$ cat config.mk
export PLATFORM = sky130hd
export DESIGN_NAME = core
export DESIGN_NICKNAME = d
export VERILOG_FILES = /design/src/design/core_pkg.sv /design/src/design/core_fetch.sv /design/src/design/core_decode.sv /design/src/design/core_hazard.sv /design/src/design/core_execute.sv /design/src/design/core_memory.sv /design/src/design/core.sv
export SDC_FILE = /design/constraint.sdc
export NUM_CORES = 2
export LEC_CHECK = 0
export BUFFER_PORTS_ARGS = -buffer_cell sky130_fd_sc_hd__buf_2
export CAP_MARGIN = 20
export CELL_PAD_IN_SITES_DETAIL_PLACEMENT = 1
export CELL_PAD_IN_SITES_GLOBAL_PLACEMENT = 2
export CORE_AREA = 2 2 429 431
export DETAILED_ROUTE_END_ITERATION = 7
export DIE_AREA = 0 0 431 433
export GPL_ROUTABILITY_DRIVEN = 0
export PLACE_DENSITY = 0.68
export SLEW_MARGIN = 15
export SYNTH_ARGS = -nofsm -noshare
export SYNTH_HDL_FRONTEND = slang
export SYNTH_HIERARCHICAL = 1
export SYNTH_SLANG_ARGS = --single-unit
$ cat constraint.sdc
create_clock -name clock -period 7 [get_ports clock]
set_input_delay 1.4 -clock clock [delete_from_list [all_inputs] [get_ports clock]]
set_output_delay 1.4 -clock clock [all_outputs]
set_load 0.05 [all_outputs]
$ cat src/design/core_pkg.sv
// shared types for the pipelined core; every stage names them as core_pkg::<type>
`default_nettype none

package core_pkg;

    // major opcodes of the supported subset
    typedef enum logic [5:0] {
        OP_SPECIAL = 6'h00,
        OP_BEQ     = 6'h04,
        OP_BNE     = 6'h05,
        OP_ADDIU   = 6'h09,
        OP_ORI     = 6'h0d,
        OP_LUI     = 6'h0f,
        OP_LW      = 6'h23,
        OP_SW      = 6'h2b
    } opcode_t;

    // function field of the special opcode
    typedef enum logic [5:0] {
        FN_ADDU = 6'h21,
        FN_SUBU = 6'h23,
        FN_AND  = 6'h24,
        FN_OR   = 6'h25,
        FN_SLT  = 6'h2a
    } funct_t;

    typedef enum logic [2:0] {
        ALU_ADD,
        ALU_SUB,
        ALU_AND,
        ALU_OR,
        ALU_SLT,
        ALU_LUI  // b operand moved to the upper half
    } alu_op_t;

    typedef enum logic [1:0] {
        FWD_REG,  // value read in decode
        FWD_EX,   // alu out sitting in ex_regs
        FWD_MEM   // writeback data in mem_regs
    } forward_type_t;

    typedef struct packed {
        logic [31:0] inst;
        logic [31:0] pc;
        logic [31:0] pc4;
        logic        valid;
    } if_regs_t;

    typedef struct packed {
        logic [4:0]  rs;
        logic [4:0]  rt;
        logic [31:0] a_data;
        logic [31:0] b_data;
        logic [31:0] imm;       // already extended
        alu_op_t     alu_op;
        logic        b_is_reg;  // alu b from rt, else imm
        logic        write_enable;
        logic [4:0]  w_regnum;
        logic        mem_read;
        logic        mem_write;
        logic        is_branch;
        logic        branch_ne;
        logic [31:0] pc4;
        logic        valid;
    } id_regs_t;

    typedef struct packed {
        logic [31:0] out;
        logic [31:0] b_data;  // store data
        logic [4:0]  w_regnum;
        logic        write_enable;
        logic        mem_read;
        logic        mem_write;
        logic        valid;
    } ex_regs_t;

    typedef struct packed {
        logic [31:0] w_data;
        logic [4:0]  w_regnum;
        logic        write_enable;
    } mem_regs_t;

endpackage

`default_nettype wire

$ cat src/design/core_fetch.sv
// fetch stage: program counter and IF register, instantiated once by core
`default_nettype none
`timescale 1ns/100ps

module core_fetch #(
    parameter logic [31:0] RESET_PC = 32'h0000_0000
) (
    input  logic              clock,
    input  logic              arst_n,
    input  logic              stall,
    input  logic              flush,
    input  logic [31:0]       next_pc,
    input  logic [31:0]       i_data,
    output logic [31:0]       i_addr,
    output core_pkg::if_regs_t if_regs
);
    logic [31:0] pc;

    assign i_addr = pc;  // instruction memory reads combinationally

    always_ff @(posedge clock or negedge arst_n) begin
        if (!arst_n) begin
            pc      <= RESET_PC;
            if_regs <= '0;
        end else if (flush) begin
            // redirect to the branch target, drop what was being fetched
            pc      <= next_pc;
            if_regs <= '0;
        end else if (!stall) begin
            pc            <= pc + 32'd4;
            if_regs.inst  <= i_data;
            if_regs.pc    <= pc;
            if_regs.pc4   <= pc + 32'd4;
            if_regs.valid <= 1'b1;
        end
    end

endmodule

`default_nettype wire

$ cat src/design/core_decode.sv
// decode stage: control decode, register file and ID register, instantiated by core
`default_nettype none
`timescale 1ns/100ps

module core_decode (
    input  logic                clock,
    input  logic                arst_n,
    input  logic                stall,    // load-use or bus wait
    input  logic                hold,     // bus wait only
    input  logic                flush,
    input  core_pkg::if_regs_t  if_regs,
    input  core_pkg::mem_regs_t mem_regs,
    output core_pkg::id_regs_t  id_regs,
    output logic                rt_used   // instruction in IF reads rt
);
    logic [31:0] regs [32];
    logic [5:0]  opcode;
    logic [5:0]  funct;
    logic [4:0]  rs;
    logic [4:0]  rt;
    logic [4:0]  rd;
    logic [15:0] imm16;
    logic        sign_ext;
    core_pkg::id_regs_t id_next;

    assign opcode = if_regs.inst[31:26];
    assign rs     = if_regs.inst[25:21];
    assign rt     = if_regs.inst[20:16];
    assign rd     = if_regs.inst[15:11];
    assign imm16  = if_regs.inst[15:0];
    assign funct  = if_regs.inst[5:0];

    // read with write-before-read bypass from writeback
    function automatic logic [31:0] read_reg(input logic [4:0] num);
        if (num == 5'd0) begin
            return 32'd0;
        end
        if (mem_regs.write_enable && mem_regs.w_regnum == num) begin
            return mem_regs.w_data;
        end
        return regs[num];
    endfunction

    always_ff @(posedge clock) begin
        if (mem_regs.write_enable && mem_regs.w_regnum != 5'd0) begin
            regs[mem_regs.w_regnum] <= mem_regs.w_data;
        end
    end

    always_comb begin
        id_next        = '0;
        id_next.rs     = rs;
        id_next.rt     = rt;
        id_next.a_data = read_reg(rs);
        id_next.b_data = read_reg(rt);
        id_next.pc4    = if_regs.pc4;
        id_next.valid  = if_regs.valid;
        id_next.alu_op = core_pkg::ALU_ADD;
        sign_ext       = 1'b1;
        rt_used        = 1'b0;
        case (opcode)
            core_pkg::OP_SPECIAL: begin
                id_next.b_is_reg     = 1'b1;
                id_next.w_regnum     = rd;
                id_next.write_enable = 1'b1;
                rt_used              = 1'b1;
                case (funct)
                    core_pkg::FN_ADDU: id_next.alu_op = core_pkg::ALU_ADD;
                    core_pkg::FN_SUBU: id_next.alu_op = core_pkg::ALU_SUB;
                    core_pkg::FN_AND:  id_next.alu_op = core_pkg::ALU_AND;
                    core_pkg::FN_OR:   id_next.alu_op = core_pkg::ALU_OR;
                    core_pkg::FN_SLT:  id_next.alu_op = core_pkg::ALU_SLT;
                    default:           id_next.write_enable = 1'b0;  // treated as nop
                endcase
            end
            core_pkg::OP_ADDIU: begin
                id_next.w_regnum     = rt;
                id_next.write_enable = 1'b1;
            end
            core_pkg::OP_ORI: begin
                id_next.alu_op       = core_pkg::ALU_OR;
                id_next.w_regnum     = rt;
                id_next.write_enable = 1'b1;
                sign_ext             = 1'b0;
            end
            core_pkg::OP_LUI: begin
                id_next.alu_op       = core_pkg::ALU_LUI;
                id_next.w_regnum     = rt;
                id_next.write_enable = 1'b1;
                sign_ext             = 1'b0;
            end
            core_pkg::OP_LW: begin
                id_next.w_regnum     = rt;
                id_next.write_enable = 1'b1;
                id_next.mem_read     = 1'b1;
            end
            core_pkg::OP_SW: begin
                id_next.mem_write = 1'b1;  // address from imm, data from rt
                rt_used           = 1'b1;
            end
            core_pkg::OP_BEQ, core_pkg::OP_BNE: begin
                id_next.is_branch = 1'b1;
                id_next.branch_ne = (opcode == core_pkg::OP_BNE);
                id_next.b_is_reg  = 1'b1;
                rt_used           = 1'b1;
            end
            default: ;  // unknown opcode, nop
        endcase
        id_next.imm = sign_ext ? {{16{imm16[15]}}, imm16} : {16'd0, imm16};
        if (!if_regs.valid) begin
            id_next.write_enable = 1'b0;
            id_next.mem_read     = 1'b0;
            id_next.mem_write    = 1'b0;
            id_next.is_branch    = 1'b0;
        end
    end

    always_ff @(posedge clock or negedge arst_n) begin
        if (!arst_n) begin
            id_regs <= '0;
        end else if (hold) begin
            // held operands would go stale once the older write retires
            if (mem_regs.write_enable && mem_regs.w_regnum != 5'd0) begin
                if (mem_regs.w_regnum == id_regs.rs) begin
                    id_regs.a_data <= mem_regs.w_data;
                end
                if (mem_regs.w_regnum == id_regs.rt) begin
                    id_regs.b_data <= mem_regs.w_data;
                end
            end
        end else if (stall || flush) begin
            id_regs <= '0;  // bubble
        end else begin
            id_regs <= id_next;
        end
    end

endmodule

`default_nettype wire

$ cat src/design/core_hazard.sv
// hazard unit: forward selects, load-use stall and bus-wait hold, instantiated by core
`default_nettype none
`timescale 1ns/100ps

module core_hazard (
    input  logic                     [4:0] if_rs,
    input  logic                     [4:0] if_rt,
    input  logic                           if_b_is_reg,  // rt is a source in IF
    input  core_pkg::id_regs_t             id_regs,
    input  core_pkg::ex_regs_t             ex_regs,
    input  core_pkg::mem_regs_t            mem_regs,
    input  logic                           d_valid,
    input  logic                           d_ready,
    output logic                           stall,
    output logic                           bus_hold,
    output core_pkg::forward_type_t        forward_a,
    output core_pkg::forward_type_t        forward_b
);
    logic load_use;

    // youngest producer wins; a load in ex_regs has no data yet
    function automatic core_pkg::forward_type_t pick_source(input logic [4:0] num);
        if (num == 5'd0) begin
            return core_pkg::FWD_REG;
        end
        if (ex_regs.valid && ex_regs.write_enable && !ex_regs.mem_read &&
            ex_regs.w_regnum == num) begin
            return core_pkg::FWD_EX;
        end
        if (mem_regs.write_enable && mem_regs.w_regnum == num) begin
            return core_pkg::FWD_MEM;
        end
        return core_pkg::FWD_REG;
    endfunction

    always_comb begin
        load_use = id_regs.valid && id_regs.mem_read && id_regs.w_regnum != 5'd0 &&
                   (id_regs.w_regnum == if_rs ||
                    (if_b_is_reg && id_regs.w_regnum == if_rt));
        bus_hold  = d_valid && !d_ready;
        stall     = load_use || bus_hold;
        forward_a = pick_source(id_regs.rs);
        forward_b = pick_source(id_regs.rt);
    end

endmodule

`default_nettype wire

$ cat src/design/core_execute.sv
// execute stage: forwarding muxes, ALU, branch resolve and EX register, instantiated by core
`default_nettype none
`timescale 1ns/100ps

module core_execute (
    input  logic                    clock,
    input  logic                    arst_n,
    input  logic                    hold,
    input  core_pkg::id_regs_t      id_regs,
    input  core_pkg::forward_type_t forward_a,
    input  core_pkg::forward_type_t forward_b,
    input  logic [31:0]             mem_data,
    output core_pkg::ex_regs_t      ex_regs,
    output logic                    flush,
    output logic [31:0]             next_pc
);
    logic [31:0] a;
    logic [31:0] b;
    logic [31:0] alu_b;
    logic [31:0] alu_out;
    logic        taken;
    core_pkg::ex_regs_t ex_next;

    function automatic logic [31:0] operand(input core_pkg::forward_type_t sel,
                                            input logic [31:0] reg_val);
        case (sel)
            core_pkg::FWD_EX:  return ex_regs.out;
            core_pkg::FWD_MEM: return mem_data;
            default:           return reg_val;
        endcase
    endfunction

    always_comb begin
        a     = operand(forward_a, id_regs.a_data);
        b     = operand(forward_b, id_regs.b_data);
        alu_b = id_regs.b_is_reg ? b : id_regs.imm;

        case (id_regs.alu_op)
            core_pkg::ALU_ADD: alu_out = a + alu_b;
            core_pkg::ALU_SUB: alu_out = a - alu_b;
            core_pkg::ALU_AND: alu_out = a & alu_b;
            core_pkg::ALU_OR:  alu_out = a | alu_b;
            core_pkg::ALU_SLT: alu_out = {31'd0, $signed(a) < $signed(alu_b)};
            core_pkg::ALU_LUI: alu_out = {alu_b[15:0], 16'd0};
            default:           alu_out = a + alu_b;
        endcase

        // beq when equal, bne when not
        taken   = id_regs.valid && id_regs.is_branch && ((a == b) != id_regs.branch_ne);
        flush   = taken && !hold;  // fires once the pipe moves again
        next_pc = id_regs.pc4 + {id_regs.imm[29:0], 2'b00};

        ex_next.out          = alu_out;
        ex_next.b_data       = b;
        ex_next.w_regnum     = id_regs.w_regnum;
        ex_next.write_enable = id_regs.write_enable;
        ex_next.mem_read     = id_regs.mem_read;
        ex_next.mem_write    = id_regs.mem_write;
        ex_next.valid        = id_regs.valid;
    end

    always_ff @(posedge clock or negedge arst_n) begin
        if (!arst_n) begin
            ex_regs <= '0;
        end else if (!hold) begin
            ex_regs <= ex_next;
        end
    end

endmodule

`default_nettype wire

$ cat src/design/core_memory.sv
// memory stage: data bus request and MEM/writeback register, instantiated by core
`default_nettype none
`timescale 1ns/100ps

module core_memory (
    input  logic                clock,
    input  logic                arst_n,
    input  core_pkg::ex_regs_t  ex_regs,
    input  logic [31:0]         d_rdata,
    input  logic                d_ready,
    output logic                d_valid,
    output core_pkg::mem_regs_t mem_regs
);
    core_pkg::mem_regs_t mem_next;

    always_comb begin
        d_valid = ex_regs.valid && (ex_regs.mem_read || ex_regs.mem_write);

        mem_next.w_data   = ex_regs.mem_read ? d_rdata : ex_regs.out;
        mem_next.w_regnum = ex_regs.w_regnum;
        // nothing retires while the bus is still busy
        mem_next.write_enable = ex_regs.valid && ex_regs.write_enable &&
                                !(d_valid && !d_ready);
    end

    always_ff @(posedge clock or negedge arst_n) begin
        if (!arst_n) begin
            mem_regs <= '0;
        end else begin
            mem_regs <= mem_next;
        end
    end

endmodule

`default_nettype wire

$ cat src/design/core.sv
// top of the four-stage core; the testbench drives the instruction and data ports
`default_nettype none
`timescale 1ns/100ps

module core #(
    parameter logic [31:0] RESET_PC = 32'h0000_0000
) (
    input  logic        clock,
    input  logic        arst_n,
    // instruction port
    output logic [31:0] i_addr,
    input  logic [31:0] i_data,   // same-cycle read
    // data port
    output logic [31:0] d_addr,
    output logic [31:0] d_wdata,
    output logic        d_write,  // store when set, else load
    input  logic [31:0] d_rdata,
    output logic        d_valid,
    input  logic        d_ready,
    // register writes as they retire
    output logic        wb_valid,
    output logic [4:0]  wb_regnum,
    output logic [31:0] wb_data
);
    logic stall, bus_hold, flush, rt_used;
    logic [31:0] next_pc;
    core_pkg::if_regs_t  if_regs;
    core_pkg::id_regs_t  id_regs;
    core_pkg::ex_regs_t  ex_regs;
    core_pkg::mem_regs_t mem_regs;
    core_pkg::forward_type_t forward_a, forward_b;

    core_fetch #(
        .RESET_PC(RESET_PC)
    ) fetch_stage (
        .clock(clock),
        .arst_n(arst_n),
        .stall(stall),
        .flush(flush),
        .next_pc(next_pc),
        .i_data(i_data),
        .i_addr(i_addr),
        .if_regs(if_regs)
    );

    core_decode decode_stage (
        .clock(clock),
        .arst_n(arst_n),
        .stall(stall),
        .hold(bus_hold),
        .flush(flush),
        .if_regs(if_regs),
        .mem_regs(mem_regs),
        .id_regs(id_regs),
        .rt_used(rt_used)
    );

    core_hazard hazard_unit (
        .if_rs(if_regs.inst[25:21]),
        .if_rt(if_regs.inst[20:16]),
        .if_b_is_reg(rt_used),
        .id_regs(id_regs),
        .ex_regs(ex_regs),
        .mem_regs(mem_regs),
        .d_valid(d_valid),
        .d_ready(d_ready),
        .stall(stall),
        .bus_hold(bus_hold),
        .forward_a(forward_a),
        .forward_b(forward_b)
    );

    core_execute execute_stage (
        .clock(clock),
        .arst_n(arst_n),
        .hold(bus_hold),
        .id_regs(id_regs),
        .forward_a(forward_a),
        .forward_b(forward_b),
        .mem_data(mem_regs.w_data),
        .ex_regs(ex_regs),
        .flush(flush),
        .next_pc(next_pc)
    );

    core_memory memory_stage (
        .clock(clock),
        .arst_n(arst_n),
        .ex_regs(ex_regs),
        .d_rdata(d_rdata),
        .d_ready(d_ready),
        .d_valid(d_valid),
        .mem_regs(mem_regs)
    );

    // data port straight from the EX register
    always_comb begin
        d_addr    = ex_regs.out;
        d_wdata   = ex_regs.b_data;
        d_write   = ex_regs.mem_write;
        wb_valid  = mem_regs.write_enable;
        wb_regnum = mem_regs.w_regnum;
        wb_data   = mem_regs.w_data;
    end

endmodule

`default_nettype wire

==> impl_metrics.json <==
{
  "cp_max_fo": 26,
  "grt_usage": 0.287,
  "syn_inst": 5160,
  "path_clk_slew_ns": 0.07,
  "antenna_cells": 0,
  "reg2reg_depth": 20,
  "drc_errors": 0,
  "numPortBuffers": 202,
  "post_dp_cell_area_sq_um": 75300,
  "hold_violations": 0,
  "crit_required_ns": 7.74,
  "fin_area_sq_um": 80800,
  "r2r_start": "memory_stage/mem_regs[5]",
  "cts_hold_buf": 0,
  "crit_arrival_ns": 7.58,
  "netlist_area_sq_um": 71300,
  "dieArea_sq_um": 187000,
  "min_to": "memory_stage/mem_regs[5]",
  "insertion_delay_ns": 0.83,
  "hold_depth": 0,
  "finalMaxSlewViolations": 0,
  "antenna_found_initial": 8,
  "worstHoldPathType": "reg2reg",
  "wl_mm": 270,
  "grt_pass1_wl_mm": 384,
  "ir_drop_v": 0.000264,
  "drive_gt1_frac": 0.212,
  "p_leak_nw": 29.4,
  "finalCriticalPeriod_ns": 6.83,
  "cap_viol_max_count": 0,
  "htreeDepth": 4,
  "timing.final.crit_share": 0.976,
  "die_x_um": 431,
  "hpwl_mm": 169,
  "p_per_area_nw_per_um2": 313,
  "min-delay-start": "execute_stage/ex_regs[8]",
  "grt_max_degree": 129,
  "mostFrequentLayoutCell": "edfxtp_1",
  "setup_tns_ns": 0,
  "rr_endpoint": "decode_stage/id_regs[108]",
  "dieHeight_um": 433,
  "via_per_inst": 6.26,
  "core.rowCount": 157,
  "clock.fmax_mhz": 146,
  "max_slew_margin": 0.182,
  "area_growth_pct": 13.2,
  "gr-total-overflow": 0,
  "io_pins": 203,
  "rsz0062_at_grt": "false",
  "status": "finished, final reports clean",
  "yosys_warnings": 6,
  "synth.avg_cell_area_sq_um": 13.8,
  "core-area_sq_um": 182000,
  "tightestPinTransition_ns": 1.23,
  "nNetsFinal": 5542,
  "cts_tree": "built",
  "clockBufferDepth": 3,
  "worstSetupStartpointType": "flip-flop",
  "clock_sinks": 1370,
  "dr.first_iter.drc_count": 5182,
  "start_util": 0.392,
  "finClkSkew_ns": 0.0413,
  "vias": 49200,
  "cts_root_buf": "clkbuf_16",
  "first_pass_iters": 5,
  "finalSetupViolCount": 0,
  "most-common-layout-cells": "edfxtp_1, mux2i_1, dfrtp_1, mux4_2, nand2_1",
  "grt_pass1_vias": 50300,
  "critical_path_class": "reg2reg",
  "worst_setup_path_end_kind": "flip-flop",
  "ff2ff_setup_slack_ns": 0.17,
  "avgRoutedWirePerCell_um": 34.3,
  "cts_buffers": 160,
  "antenna_left": 0
}
[state kept, by name, indices dropped and copies added (netlist names)]
name and cells:
execute_stage/ex_regs 73, fetch_stage/i_addr 32, decode_stage/regs 1024, fetch_stage/if_regs 65
decode_stage/id_regs 138, memory_stage/mem_regs 38
[worst max-delay path, stage by stage, from the launching register on]
cell and delay [ns]:
dfrtp_1 0.72, xnor2_1 0.19, nand4_1 0.12, nor4b_1 0.59
ha_2 0.45, buf_12 0.20, a22oi_1 0.10, o21ai_0 0.72
xnor2_1 0.14, nor4_1 0.35, nand4_1 0.14, nor2_1 0.37
xnor2_1 0.20, nor3_2 0.11, or3_1 0.40, a21oi_1 0.21
nand2_2 0.45, buf_4 0.34, a41oi_1 0.60, buf_4 0.22
a221o_1 0.09
[where the power goes]
| group | total, mW | switching (mW) | internal [mW] |
|---|---|---|---|
| sequential | 10.9 | 0.892 | 10.0 |
| combinational | 5.66 | 3.97 | 1.69 |
| clock | 8.70 | 3.61 | 5.09 |
| total | 25.3 | 8.48 | 16.8 |
[metal layers]
| layer | up-vias | global-route usage | part of all wire |
|---|---|---|---|
| li1 | 20700 | - | - |
| met1 | 26200 | 0.394 | 0.43 |
| met2 | 1901 | 0.462 | 0.47 |
| met3 | 403 | 0.0468 | 0.069 |
| met4 | 4 | 0.0980 | 0.036 |
| met5 | - | 0 | 0.00010 |
[how the worst max path moves through the flow]
stage	from	endpoint	slack (ns)	depth (start not counted)
after floorplan	memory_stage/mem_regs[4]	execute_stage/ex_regs[66]	1.54	22
after global placement	memory_stage/mem_regs[5]	execute_stage/ex_regs[71]	0.1	23
after detailed placement	memory_stage/mem_regs[5]	execute_stage/ex_regs[71]	0.17	23
after CTS	memory_stage/mem_regs[5]	execute_stage/ex_regs[71]	0.16	23
after global routing	memory_stage/mem_regs[5]	decode_stage/id_regs[108]	0.01	20
final	memory_stage/mem_regs[5]	decode_stage/id_regs[108]	0.17	20
[metrics by stage]
stage | utilization | std cells | hold WS, ns | setup slack (ns) | power [mW]
6_report | 0.444 | 7860 | 0.481 | 0.167 | 25.3
2_1_floorplan | - | 5191 | 0.423 | 1.54 | 14.2
4_1_cts | 0.443 | 7860 | 0.484 | 0.158 | 25.4
3_3_place_gp | 0.413 | 7563 | 0.467 | 0.0967 | 16.6
3_5_place_dp | 0.413 | 7565 | 0.466 | 0.169 | 16.7
5_1_grt | 0.444 | 7860 | 0.504 | 0.0108 | 26.1
[area by class of cell]
| cell class | count | area (sq um) |
|---|---|---|
| clock inverter | 80 | 978 |
| timing repair buffer | 393 | 2660 |
| inverter | 138 | 519 |
| multi-input combinational | 3279 | 29700 |
| clock buffer | 215 | 4490 |
| sequential | 1370 | 39400 |
| tap | 2385 | 2980 |
| fill | 18300 | 101000 |
[repair_timing]
action	CTS	global route
endpoints found under the setup margin	0	6
buffers inserted	0	0
gates resized for setup	0	4
No activity file was read; power rests on OpenSTA's default activity.
